$ cat config.mk
export PLATFORM = sky130hd
export DESIGN_NAME = slc3
export DESIGN_NICKNAME = d
export VERILOG_FILES = /design/src/slc3Pkg.sv /design/src/panelInput.sv /design/src/controlUnit.sv /design/src/dataPath.sv /design/src/hexDisplay.sv /design/src/slc3.sv
export VERILOG_INCLUDE_DIRS = /design/src /design/src/include
export SDC_FILE = /design/constraint.sdc
export NUM_CORES = 1
export LEC_CHECK = 0
export BUFFER_PORTS_ARGS = -buffer_cell sky130_fd_sc_hd__clkbuf_2
export CAP_MARGIN = 20
export CELL_PAD_IN_SITES_DETAIL_PLACEMENT = 1
export CELL_PAD_IN_SITES_GLOBAL_PLACEMENT = 2
export CORE_MARGIN = 8
export CORE_UTILIZATION = 35
export CTS_BUF_LIST = sky130_fd_sc_hd__clkbuf_4
export CTS_CLUSTER_SIZE = 25
export DETAILED_ROUTE_END_ITERATION = 10
export PLACE_DENSITY_LB_ADDON = 0.1
export SETUP_SLACK_MARGIN = 0.5
export SLEW_MARGIN = 20
export SYNTH_ARGS = -nofsm -noshare
export SYNTH_HDL_FRONTEND = slang
export SYNTH_SLANG_ARGS = --single-unit
$ cat constraint.sdc
create_clock -name Clk -period 5.85 [get_ports Clk]
set_input_delay 0.585 -clock Clk [delete_from_list [all_inputs] [get_ports Clk]]
set_output_delay 0.585 -clock Clk [all_outputs]
set_load 0.01 [all_outputs]
$ cat src/include/slc3_cfg.svh
`ifndef SLC3_CFG_SVH
`define SLC3_CFG_SVH

// Memory-mapped I/O location
// Reads return the switches and writes go to the hex display register
`define SLC3_IO_ADDR 16'hFFFF

// General purpose registers R0 to R7
`define SLC3_NUM_REGS 8

// Flip-flop depth of the button and switch synchronizers
`define SLC3_SYNC_STAGES 2

// PC value after reset
`define SLC3_RESET_PC 16'h0000

`endif

$ cat src/slc3Pkg.sv
package slc3Pkg;

	// LC-3 opcodes of the supported subset
	typedef enum logic [3:0] {
		OP_BR    = 4'b0000,
		OP_ADD   = 4'b0001,
		OP_JSR   = 4'b0100,
		OP_AND   = 4'b0101,
		OP_LDR   = 4'b0110,
		OP_STR   = 4'b0111,
		OP_NOT   = 4'b1001,
		OP_JMP   = 4'b1100,
		OP_PAUSE = 4'b1101
	} opcodeT;

	// Sequencer states
	typedef enum logic [4:0] {
		S_HALTED,
		S_FETCH_ADDR,
		S_FETCH_READ,
		S_FETCH_WAIT,
		S_LOAD_IR,
		S_DECODE,
		S_EXEC_ADD,
		S_EXEC_AND,
		S_EXEC_NOT,
		S_EXEC_BR,
		S_EXEC_JMP,
		S_EXEC_JSR,
		S_MEM_ADDR,
		S_MEM_READ,
		S_MEM_WAIT,
		S_LDR_LOAD,
		S_STR_DATA,
		S_MEM_WRITE,
		S_PAUSE
	} ctrlStateT;

	// Bus source encodings
	localparam logic [1:0] GATE_PC = 2'd0;
	localparam logic [1:0] GATE_MDR = 2'd1;
	localparam logic [1:0] GATE_ALU = 2'd2;
	localparam logic [1:0] GATE_MARMUX = 2'd3;

	// ALU operations, same order as LC-3 ALUK
	localparam logic [1:0] ALU_ADD = 2'd0;
	localparam logic [1:0] ALU_AND = 2'd1;
	localparam logic [1:0] ALU_NOT = 2'd2;
	localparam logic [1:0] ALU_PASSA = 2'd3;

	// PC sources
	localparam logic [1:0] PC_INC = 2'd0;
	localparam logic [1:0] PC_BUS = 2'd1;
	localparam logic [1:0] PC_ADDR = 2'd2;

	// ADDR2 offset selects
	localparam logic [1:0] OFF_ZERO = 2'd0;
	localparam logic [1:0] OFF_6 = 2'd1;
	localparam logic [1:0] OFF_9 = 2'd2;
	localparam logic [1:0] OFF_11 = 2'd3;

	// Datapath command word
	typedef struct packed {
		logic [1:0] gate;
		logic ldMar;
		logic ldMdr;
		logic ldIr;
		logic ldPc;
		logic ldReg;
		logic ldBen;
		logic ldCc;
		logic mioEn;      // MDR takes memory or switches, not the bus
		logic [1:0] pcMux;
		logic addr1Mux;   // 0 PC, 1 SR1
		logic [1:0] addr2Mux;
		logic sr1Mux;     // 0 IR[8:6], 1 IR[11:9]
		logic drMux;      // 0 IR[11:9], 1 R7
		logic sr2Imm;
		logic [1:0] aluOp;
	} ctrlT;

	typedef struct packed {
		logic [15:0] addr;
		logic [15:0] wdata;
		logic rd;
		logic wr;
	} memReqT;

	typedef struct packed {
		logic [15:0] sw;
		logic run;
		logic cont;
	} panelT;

endpackage

$ cat src/panelInput.sv
`timescale 1ns/1ps
`include "slc3_cfg.svh"

module panelInput
	import slc3Pkg::*;
(
	input logic Clk,
	input logic rstN,
	input logic Run,
	input logic Continue,
	input logic [15:0] S,
	output panelT panel
);

	// Bit 0 is Run and bit 1 is Continue
	logic [`SLC3_SYNC_STAGES-1:0][1:0] btnSync;
	logic [`SLC3_SYNC_STAGES-1:0][15:0] swSync;
	logic [1:0] pressD1;
	logic [1:0] pressD2;
	logic [1:0] pulse;

	always_ff @(posedge Clk or negedge rstN) begin
		if (!rstN) begin
			// Buttons idle high
			btnSync <= '1;
			swSync <= '0;
			pressD1 <= '0;
			pressD2 <= '0;
			pulse <= '0;
		end else begin
			btnSync[0] <= {Continue, Run};
			swSync[0] <= S;
			for (int i = 1; i < `SLC3_SYNC_STAGES; i++) begin
				btnSync[i] <= btnSync[i-1];
				swSync[i] <= swSync[i-1];
			end
			// Pressed level is the inverted synchronized button
			pressD1 <= ~btnSync[`SLC3_SYNC_STAGES-1];
			pressD2 <= pressD1;
			// One pulse per press, on the rising pressed level
			pulse <= pressD1 & ~pressD2;
		end
	end

	assign panel = '{sw: swSync[`SLC3_SYNC_STAGES-1], run: pulse[0], cont: pulse[1]};

endmodule

$ cat src/controlUnit.sv
`timescale 1ns/1ps

module controlUnit
	import slc3Pkg::*;
(
	input logic Clk,
	input logic rstN,
	input panelT panel,
	input logic [15:0] ir,
	input logic ben,
	output ctrlT ctrl,
	output logic memRd,
	output logic memWr,
	output logic paused
);

	ctrlStateT state;
	ctrlStateT stateNext;
	opcodeT opcode;

	assign opcode = opcodeT'(ir[15:12]);

	always_ff @(posedge Clk or negedge rstN) begin
		if (!rstN) begin
			state <= S_HALTED;
		end else begin
			state <= stateNext;
		end
	end

	// Next state
	always_comb begin
		stateNext = state;
		case (state)
			S_HALTED: begin
				if (panel.run) begin
					stateNext = S_FETCH_ADDR;
				end
			end
			S_FETCH_ADDR: stateNext = S_FETCH_READ;
			S_FETCH_READ: stateNext = S_FETCH_WAIT;
			S_FETCH_WAIT: stateNext = S_LOAD_IR;
			S_LOAD_IR: stateNext = S_DECODE;
			S_DECODE: begin
				case (opcode)
					OP_ADD: stateNext = S_EXEC_ADD;
					OP_AND: stateNext = S_EXEC_AND;
					OP_NOT: stateNext = S_EXEC_NOT;
					OP_BR: stateNext = S_EXEC_BR;
					OP_JMP: stateNext = S_EXEC_JMP;
					OP_JSR: stateNext = S_EXEC_JSR;
					OP_LDR, OP_STR: stateNext = S_MEM_ADDR;
					OP_PAUSE: stateNext = S_PAUSE;
					// Anything else is skipped
					default: stateNext = S_FETCH_ADDR;
				endcase
			end
			S_MEM_ADDR: stateNext = (opcode == OP_LDR) ? S_MEM_READ : S_STR_DATA;
			S_MEM_READ: stateNext = S_MEM_WAIT;
			S_MEM_WAIT: stateNext = S_LDR_LOAD;
			S_STR_DATA: stateNext = S_MEM_WRITE;
			S_PAUSE: begin
				if (panel.cont) begin
					stateNext = S_FETCH_ADDR;
				end
			end
			// Single-cycle execute states and the last LDR/STR steps
			default: stateNext = S_FETCH_ADDR;
		endcase
	end

	// Datapath commands per state
	always_comb begin
		ctrl = '0;
		memRd = 1'b0;
		memWr = 1'b0;
		paused = 1'b0;
		case (state)
			S_FETCH_ADDR: begin
				// MAR <- PC and PC <- PC + 1 together
				ctrl.gate = GATE_PC;
				ctrl.ldMar = 1'b1;
				ctrl.ldPc = 1'b1;
				ctrl.pcMux = PC_INC;
			end
			S_FETCH_READ, S_MEM_READ: memRd = 1'b1;
			S_FETCH_WAIT, S_MEM_WAIT: begin
				// Read data arrives this cycle
				ctrl.ldMdr = 1'b1;
				ctrl.mioEn = 1'b1;
			end
			S_LOAD_IR: begin
				ctrl.gate = GATE_MDR;
				ctrl.ldIr = 1'b1;
			end
			S_DECODE: ctrl.ldBen = 1'b1;
			S_EXEC_ADD, S_EXEC_AND, S_EXEC_NOT: begin
				ctrl.gate = GATE_ALU;
				ctrl.sr2Imm = ir[5];
				ctrl.ldReg = 1'b1;
				ctrl.ldCc = 1'b1;
				if (state == S_EXEC_ADD) begin
					ctrl.aluOp = ALU_ADD;
				end else if (state == S_EXEC_AND) begin
					ctrl.aluOp = ALU_AND;
				end else begin
					ctrl.aluOp = ALU_NOT;
				end
			end
			S_EXEC_BR: begin
				// PC already points past the branch
				ctrl.ldPc = ben;
				ctrl.pcMux = PC_ADDR;
				ctrl.addr2Mux = OFF_9;
			end
			S_EXEC_JMP: begin
				// BaseR plus zero
				ctrl.ldPc = 1'b1;
				ctrl.pcMux = PC_ADDR;
				ctrl.addr1Mux = 1'b1;
			end
			S_EXEC_JSR: begin
				// R7 gets the return PC in the same cycle as the jump
				ctrl.gate = GATE_PC;
				ctrl.drMux = 1'b1;
				ctrl.ldReg = 1'b1;
				ctrl.ldPc = 1'b1;
				ctrl.pcMux = PC_ADDR;
				ctrl.addr1Mux = ~ir[11];
				ctrl.addr2Mux = ir[11] ? OFF_11 : OFF_ZERO;
			end
			S_MEM_ADDR: begin
				// BaseR + offset6 for both LDR and STR
				ctrl.gate = GATE_MARMUX;
				ctrl.ldMar = 1'b1;
				ctrl.addr1Mux = 1'b1;
				ctrl.addr2Mux = OFF_6;
			end
			S_LDR_LOAD: begin
				ctrl.gate = GATE_MDR;
				ctrl.ldReg = 1'b1;
				ctrl.ldCc = 1'b1;
			end
			S_STR_DATA: begin
				// Source register is IR[11:9] through the ALU
				ctrl.gate = GATE_ALU;
				ctrl.aluOp = ALU_PASSA;
				ctrl.sr1Mux = 1'b1;
				ctrl.ldMdr = 1'b1;
			end
			S_MEM_WRITE: memWr = 1'b1;
			S_PAUSE: paused = 1'b1;
			default: ;
		endcase
	end

endmodule

$ cat src/dataPath.sv
`timescale 1ns/1ps
`include "slc3_cfg.svh"

module dataPath
	import slc3Pkg::*;
(
	input logic Clk,
	input logic rstN,
	input ctrlT ctrl,
	input panelT panel,
	input logic [15:0] memRdata,
	output logic [15:0] memAddr,
	output logic [15:0] memWdata,
	output logic [15:0] ir,
	output logic [15:0] pc,
	output logic ben
);

	logic [15:0] mar;
	logic [15:0] mdr;
	logic [15:0] regFile [`SLC3_NUM_REGS];
	logic [2:0] nzp;

	logic [15:0] bus;
	logic [15:0] mdrIn;
	logic [15:0] pcIn;
	logic [15:0] sr1Data;
	logic [15:0] sr2Data;
	logic [15:0] aluB;
	logic [15:0] aluOut;
	logic [15:0] addr1;
	logic [15:0] addr2;
	logic [15:0] addrSum;
	logic [2:0] sr1Idx;
	logic [2:0] drIdx;

	// Register file read ports
	assign sr1Idx = ctrl.sr1Mux ? ir[11:9] : ir[8:6];
	assign drIdx = ctrl.drMux ? 3'(`SLC3_NUM_REGS - 1) : ir[11:9];
	assign sr1Data = regFile[sr1Idx];
	assign sr2Data = regFile[ir[2:0]];

	// ALU, B operand is SR2 or sign-extended imm5
	assign aluB = ctrl.sr2Imm ? {{11{ir[4]}}, ir[4:0]} : sr2Data;

	always_comb begin
		case (ctrl.aluOp)
			ALU_ADD: aluOut = sr1Data + aluB;
			ALU_AND: aluOut = sr1Data & aluB;
			ALU_NOT: aluOut = ~sr1Data;
			default: aluOut = sr1Data;
		endcase
	end

	// Address adder
	assign addr1 = ctrl.addr1Mux ? sr1Data : pc;

	always_comb begin
		case (ctrl.addr2Mux)
			OFF_6: addr2 = {{10{ir[5]}}, ir[5:0]};
			OFF_9: addr2 = {{7{ir[8]}}, ir[8:0]};
			OFF_11: addr2 = {{5{ir[10]}}, ir[10:0]};
			default: addr2 = 16'h0000;
		endcase
	end

	assign addrSum = addr1 + addr2;

	// Internal bus, one source at a time
	always_comb begin
		case (ctrl.gate)
			GATE_PC: bus = pc;
			GATE_MDR: bus = mdr;
			GATE_ALU: bus = aluOut;
			default: bus = addrSum;
		endcase
	end

	always_comb begin
		case (ctrl.pcMux)
			PC_BUS: pcIn = bus;
			PC_ADDR: pcIn = addrSum;
			default: pcIn = pc + 16'd1;
		endcase
	end

	// Memory side of MDR, I/O address reads the switches
	assign mdrIn = ctrl.mioEn ? ((mar == `SLC3_IO_ADDR) ? panel.sw : memRdata) : bus;

	// Architectural control state
	always_ff @(posedge Clk or negedge rstN) begin
		if (!rstN) begin
			pc <= `SLC3_RESET_PC;
			ir <= 16'h0000;
			nzp <= 3'b000;
			ben <= 1'b0;
		end else begin
			if (ctrl.ldPc) begin
				pc <= pcIn;
			end
			if (ctrl.ldIr) begin
				ir <= bus;
			end
			if (ctrl.ldCc) begin
				nzp <= {bus[15], bus == 16'h0000, !bus[15] && bus != 16'h0000};
			end
			if (ctrl.ldBen) begin
				ben <= |(ir[11:9] & nzp);
			end
		end
	end

	// Payload registers
	always_ff @(posedge Clk) begin
		if (ctrl.ldMar) begin
			mar <= bus;
		end
		if (ctrl.ldMdr) begin
			mdr <= mdrIn;
		end
		if (ctrl.ldReg) begin
			regFile[drIdx] <= bus;
		end
	end

	assign memAddr = mar;
	assign memWdata = mdr;

endmodule

$ cat src/hexDisplay.sv
`timescale 1ns/1ps
`include "slc3_cfg.svh"

module hexDisplay (
	input logic Clk,
	input logic rstN,
	input logic memWr,
	input logic [15:0] memAddr,
	input logic [15:0] memWdata,
	input logic [15:0] pc,
	input logic [15:0] ir,
	input logic paused,
	output logic [11:0] LED,
	output logic [6:0] HEX0,
	output logic [6:0] HEX1,
	output logic [6:0] HEX2,
	output logic [6:0] HEX3,
	output logic [6:0] HEX4,
	output logic [6:0] HEX5,
	output logic [6:0] HEX6,
	output logic [6:0] HEX7
);

	logic [15:0] dispReg;

	// Active-low segments, gfedcba
	function automatic logic [6:0] hexSeg(input logic [3:0] nib);
		case (nib)
			4'h0: hexSeg = 7'b1000000;
			4'h1: hexSeg = 7'b1111001;
			4'h2: hexSeg = 7'b0100100;
			4'h3: hexSeg = 7'b0110000;
			4'h4: hexSeg = 7'b0011001;
			4'h5: hexSeg = 7'b0010010;
			4'h6: hexSeg = 7'b0000010;
			4'h7: hexSeg = 7'b1111000;
			4'h8: hexSeg = 7'b0000000;
			4'h9: hexSeg = 7'b0010000;
			4'hA: hexSeg = 7'b0001000;
			4'hB: hexSeg = 7'b0000011;
			4'hC: hexSeg = 7'b1000110;
			4'hD: hexSeg = 7'b0100001;
			4'hE: hexSeg = 7'b0000110;
			default: hexSeg = 7'b0001110;
		endcase
	endfunction

	// Stores to the I/O address land here
	always_ff @(posedge Clk or negedge rstN) begin
		if (!rstN) begin
			dispReg <= 16'h0000;
		end else if (memWr && memAddr == `SLC3_IO_ADDR) begin
			dispReg <= memWdata;
		end
	end

	// Lower digits show the display register
	assign HEX0 = hexSeg(dispReg[3:0]);
	assign HEX1 = hexSeg(dispReg[7:4]);
	assign HEX2 = hexSeg(dispReg[11:8]);
	assign HEX3 = hexSeg(dispReg[15:12]);

	// Upper digits always track PC
	assign HEX4 = hexSeg(pc[3:0]);
	assign HEX5 = hexSeg(pc[7:4]);
	assign HEX6 = hexSeg(pc[11:8]);
	assign HEX7 = hexSeg(pc[15:12]);

	// PAUSE operand visible only while paused
	assign LED = paused ? ir[11:0] : 12'h000;

endmodule

$ cat src/slc3.sv
`timescale 1ns/1ps

module slc3
	import slc3Pkg::*;
(
	input logic Clk,
	input logic rstN,
	input logic Run,
	input logic Continue,
	input logic [15:0] S,
	output logic [15:0] memAddr,
	output logic [15:0] memWdata,
	output logic memRd,
	output logic memWr,
	input logic [15:0] memRdata,
	output logic [11:0] LED,
	output logic [6:0] HEX0,
	output logic [6:0] HEX1,
	output logic [6:0] HEX2,
	output logic [6:0] HEX3,
	output logic [6:0] HEX4,
	output logic [6:0] HEX5,
	output logic [6:0] HEX6,
	output logic [6:0] HEX7,
	output logic [15:0] IR,
	output logic [15:0] PC
);

	panelT panel;
	ctrlT ctrl;
	memReqT memReq;
	logic ben;
	logic paused;
	logic [15:0] dpAddr;
	logic [15:0] dpWdata;
	logic cuRd;
	logic cuWr;

	// Buttons and switches
	panelInput panel0 (
		.Clk(Clk), .rstN(rstN), .Run(Run), .Continue(Continue), .S(S), .panel(panel)
	);

	// Sequencer
	controlUnit ctrl0 (
		.Clk(Clk), .rstN(rstN), .panel(panel), .ir(IR), .ben(ben),
		.ctrl(ctrl), .memRd(cuRd), .memWr(cuWr), .paused(paused)
	);

	// Registers, ALU and bus
	dataPath dp0 (
		.Clk(Clk), .rstN(rstN), .ctrl(ctrl), .panel(panel), .memRdata(memRdata),
		.memAddr(dpAddr), .memWdata(dpWdata), .ir(IR), .pc(PC), .ben(ben)
	);

	// Address and data from the datapath, strobes from the sequencer
	assign memReq = '{addr: dpAddr, wdata: dpWdata, rd: cuRd, wr: cuWr};

	assign memAddr = memReq.addr;
	assign memWdata = memReq.wdata;
	assign memRd = memReq.rd;
	assign memWr = memReq.wr;

	// Seven-segment digits and LEDs
	hexDisplay disp0 (
		.Clk(Clk), .rstN(rstN), .memWr(memReq.wr), .memAddr(memReq.addr),
		.memWdata(memReq.wdata), .pc(PC), .ir(IR), .paused(paused), .LED(LED),
		.HEX0(HEX0), .HEX1(HEX1), .HEX2(HEX2), .HEX3(HEX3),
		.HEX4(HEX4), .HEX5(HEX5), .HEX6(HEX6), .HEX7(HEX7)
	);

endmodule

==> impl_metrics.tcl <==
set metrics [dict create \
    cts_made_buffers 74 \
    max_stage_delay_ns 0.39 \
    layout.cells.non_filler 2571 \
    vdd_drop_max_mv 0.396 \
    worst_pin_slew_ns 0.978 \
    synth_flop_cell "edfxtp_1" \
    max_freq_mhz 194 \
    yosysTopAreaCellShare 0.285 \
    postSynthAreaPerCell_um2 10.3 \
    crit_path_start "ctrl0.state[3]" \
    r2r-end "dp0.regFile[5][13]" \
    syn2layout_area_growth_pct 21.2 \
    coreArea_um2 47600 \
    drt_iter0_markers 1254 \
    endpoint_kind "flip-flop" \
    grt_max_degree 54 \
    power_switching_mw 5.73 \
    arrival_ns 5.62 \
    ff2ff_setup_slack_ns 0.70 \
    post-place-cells 2397 \
    post-route-min-period_ns 5.15 \
    drive_gt1_frac 0.285 \
    path_buf_inv 7 \
    ys_seq_elements 259 \
    path_clk_slew_ns 0.07 \
    hp-class "in2reg" \
    fill_cells 5361 \
    rr_worst_depth 20 \
    die-area_um2 55400 \
    pwr-share-clk 0.142 \
    async_flop_share 0.382 \
    multi_input_area_um2 9200 \
    yosysTopAreaCell "edfxtp_1" \
    yosysSeqAreaShare 0.433 \
    rows 80 \
    num_vias 15100 \
    crit_chain "buf_4, nor3b_4, buf_12, buf_8, nand2_1, buf_4, a311oi_1, mux4_2, inv_1, ha_1, o21ai_0, nor2_1, a2111o_1, o221a_2, o41ai_2, buf_4, xnor2_1, a21oi_1, o221a_4, clkinvlp_4" \
    syn_area_um2 16800 \
    dieWidth_um 235 \
    grt_pass1_wl_um 103000 \
    p_seq_frac 0.265 \
    cp_max_fo 16 \
    clockBufferDepth 3 \
    power.internal_mw 6.26 \
    fin_skew_ns 0.0509 \
    grtUsageTotal 0.242 \
    path_class "reg2reg" \
    drtPass1Iterations 5 \
    gp_congestion 0.887 \
    rsz0062_at_grt "no" \
    relSlewSlack 0.346 \
    cp_common_cell "buf_4" \
    viasPerCell 5.89 \
    fp.dieH_um 235 \
    p_comb_frac 0.593 \
    p_leak_nw 8.21 \
    slew_viol_final 0 \
    ys.warnings.count 0 \
    whs_path_depth 3 \
    synthMostInstantiatedCell "edfxtp_1" \
    clk_latency_ns 0.80 \
    pin_count 170 \
    cts.sinks 259 \
    drc 0 \
    synth_edf_count 160 \
    final_nets 2011 \
    detail-route-antenna-nets 0 \
    cts_tree "yes" \
    antenna_found_initial 4 \
    cp_slowest_cell "a2111o_1" \
    regArea_um2 7290 \
    initial_core_util 0.354 \
    root_buffer "clkbuf_4" \
    hp-start "memRdata[10]" \
    grt_remaining_overflow 0 \
    tns_ns 0 \
    syn_nets 1754 \
    synth_common_cells "edfxtp_1 (160), nand2_1 (158), a21oi_1 (131), o21ai_0 (100), dfrtp_1 (95)" \
    switching_share 0.478 \
    worstReg2RegStart "ctrl0.state[3]" \
    syn_inst 1637 \
    finalHoldViolCount 0 \
    synthDistinctLibCells 85 \
    htreeDepth 3 \
    critPathLaunchType "flip-flop" \
    crit_required_ns 6.32 \
    setup_viol 0 \
    port_buffers 169 \
    routed_wl_um 69100 \
    hold_end "dp0.memWdata[10]" \
    cap_violations 0 \
    crit_family "compound AO/OA/AOI/OAI gates" \
    wl_per_cell_um 26.9 \
    grt_pass1_vias 15500 \
    p_total_mw 12.0 \
    status "complete, no violations" \
    power_density_nw_per_um2 587 \
    synth_area_leaders "edfxtp_1 (29%), dfrtp_1 (14%), mux4_2 (6.1%)" \
    post-route-period-util 0.881 \
    detailed_place_hpwl_um 49300 \
]
layout make-up:
type | instances | area share
Clock inverter | 26 | 0.00680
Sequential cell | 259 | 0.357
Antenna cell | 6 | 0.000735
Inverter | 59 | 0.0112
Tap cell | 615 | 0.0377
Timing Repair inverter | 2 | 0.000735
Multi-Input combinational cell | 1199 | 0.451
Timing Repair Buffer | 299 | 0.0964
Clock buffer | 106 | 0.0390
stage by stage:
| step | util | cell area [µm²] | setup WS (ns) | hold WS (ns) |
|---|---|---|---|---|
| 2_1_floorplan | - | 16800 | 0.895 | 0.289 |
| 3_3_place_gp | 0.395 | 18800 | 0.150 | 0.332 |
| 3_5_place_dp | 0.395 | 18800 | 0.130 | 0.336 |
| 4_1_cts | 0.422 | 20100 | 0.519 | 0.167 |
| 5_1_grt | 0.429 | 20400 | 0.433 | 0.173 |
| 6_report | 0.429 | 20400 | 0.697 | 0.200 |
how the worst max path moves through the flow:
stage	end	slack [ns]	depth (start not counted)
4_1_cts	dp0.nzp[0]	0.52	22
5_1_grt	dp0.regFile[4][13]	0.43	21
2_1_floorplan	dp0.nzp[0]	0.89	22
3_5_place_dp	dp0.regFile[7][14]	0.13	20
3_3_place_gp	dp0.nzp[0]	0.15	22
6_report	dp0.regFile[5][13]	0.70	20
worst reg2reg max path, stage by stage, from the launching register on:
cell and delay [ns]:
dfrtp_1 0.38, buf_4 0.20, nor3b_4 0.29, buf_12 0.18
buf_8 0.18, nand2_1 0.12, buf_4 0.23, a311oi_1 0.32
mux4_2 0.38, inv_1 0.07, ha_1 0.38, o21ai_0 0.21
nor2_1 0.08, a2111o_1 0.39, o221a_2 0.27, o41ai_2 0.22
buf_4 0.18, xnor2_1 0.06, a21oi_1 0.18, o221a_4 0.34
clkinvlp_4 0.21
sequential cells by signal (all words and copies together), names as in the netlist:
| signal | count |
|---|---|
| dp0.ben | 1 |
| dp0.memWdata | 16 |
| dp0.pc | 16 |
| dp0.ir | 16 |
| ctrl0.state | 5 |
| panel0.pulse | 2 |
| dp0.memAddr | 16 |
| dp0.regFile | 128 |
| panel0.pressD1 | 2 |
| dp0.nzp | 3 |
| panel0.swSync | 16 |
| panel0.btnSync | 4 |
| panel0.pressD2 | 2 |
| panel0.panel | 16 |
| disp0.dispReg | 16 |
power by group through the flow:
stage,logic (mW),clock network (mW),registers [mW]
floorplan,4.13,0,2.92
global placement,6.62,0,3.20
detailed placement,6.71,0,3.21
CTS,6.84,1.76,3.18
global route,7.63,1.86,3.23
finish,7.11,1.70,3.18
routing by layer:
metal  wire [µm]  track usage  up-vias  share of wire
met1       30900        0.333     7654           0.45
met2       31600        0.383      593           0.46
met3        4590       0.0435      110          0.066
met4        1990       0.0778        2          0.029
met5           8            0        -        0.00012
li1            -            -     6778              -
timing repair:
action                                  4_1_cts  5_1_grt
cloned                                        1        3
gates resized for setup                      23       53
hold buffers                                 19        0
buffers inserted                              4        9
endpoints found under the hold margin        70        0
pin swaps                                     4       20
endpoints found under the setup margin       63       71
logic make-up after synthesis:
kind of cell             after synthesis  share of synthesized area
AND/OR/NAND/NOR                      472                      0.141
multiplexers                         138                      0.119
AO/OA/AOI/OAI                        482                      0.191
adder cells (fa/ha/maj)               81                     0.0610
flip-flops                           259                      0.433
buffers and inverters                179                     0.0422
XOR/XNOR                              26                     0.0135
cell usage in the layout (no fill, tap or decap), drive strengths merged, types with 19 or more instances in the layout:
| cell type | instances |
|---|---|
| a211oi | 46 |
| a21oi | 131 |
| a311oi | 24 |
| and3 | 24 |
| buf | 110 |
| clkbuf | 275 |
| clkinv | 21 |
| dfrtp | 95 |
| dlygate4sd3 | 19 |
| edfxtp | 160 |
| ha | 79 |
| inv | 60 |
| mux2 | 28 |
| mux2i | 64 |
| mux4 | 46 |
| nand2 | 159 |
| nand2b | 50 |
| nand3 | 27 |
| nor2 | 92 |
| nor2b | 26 |
| nor3 | 21 |
| o21ai | 104 |
Note: power is estimated with default switching activity, not from simulation.
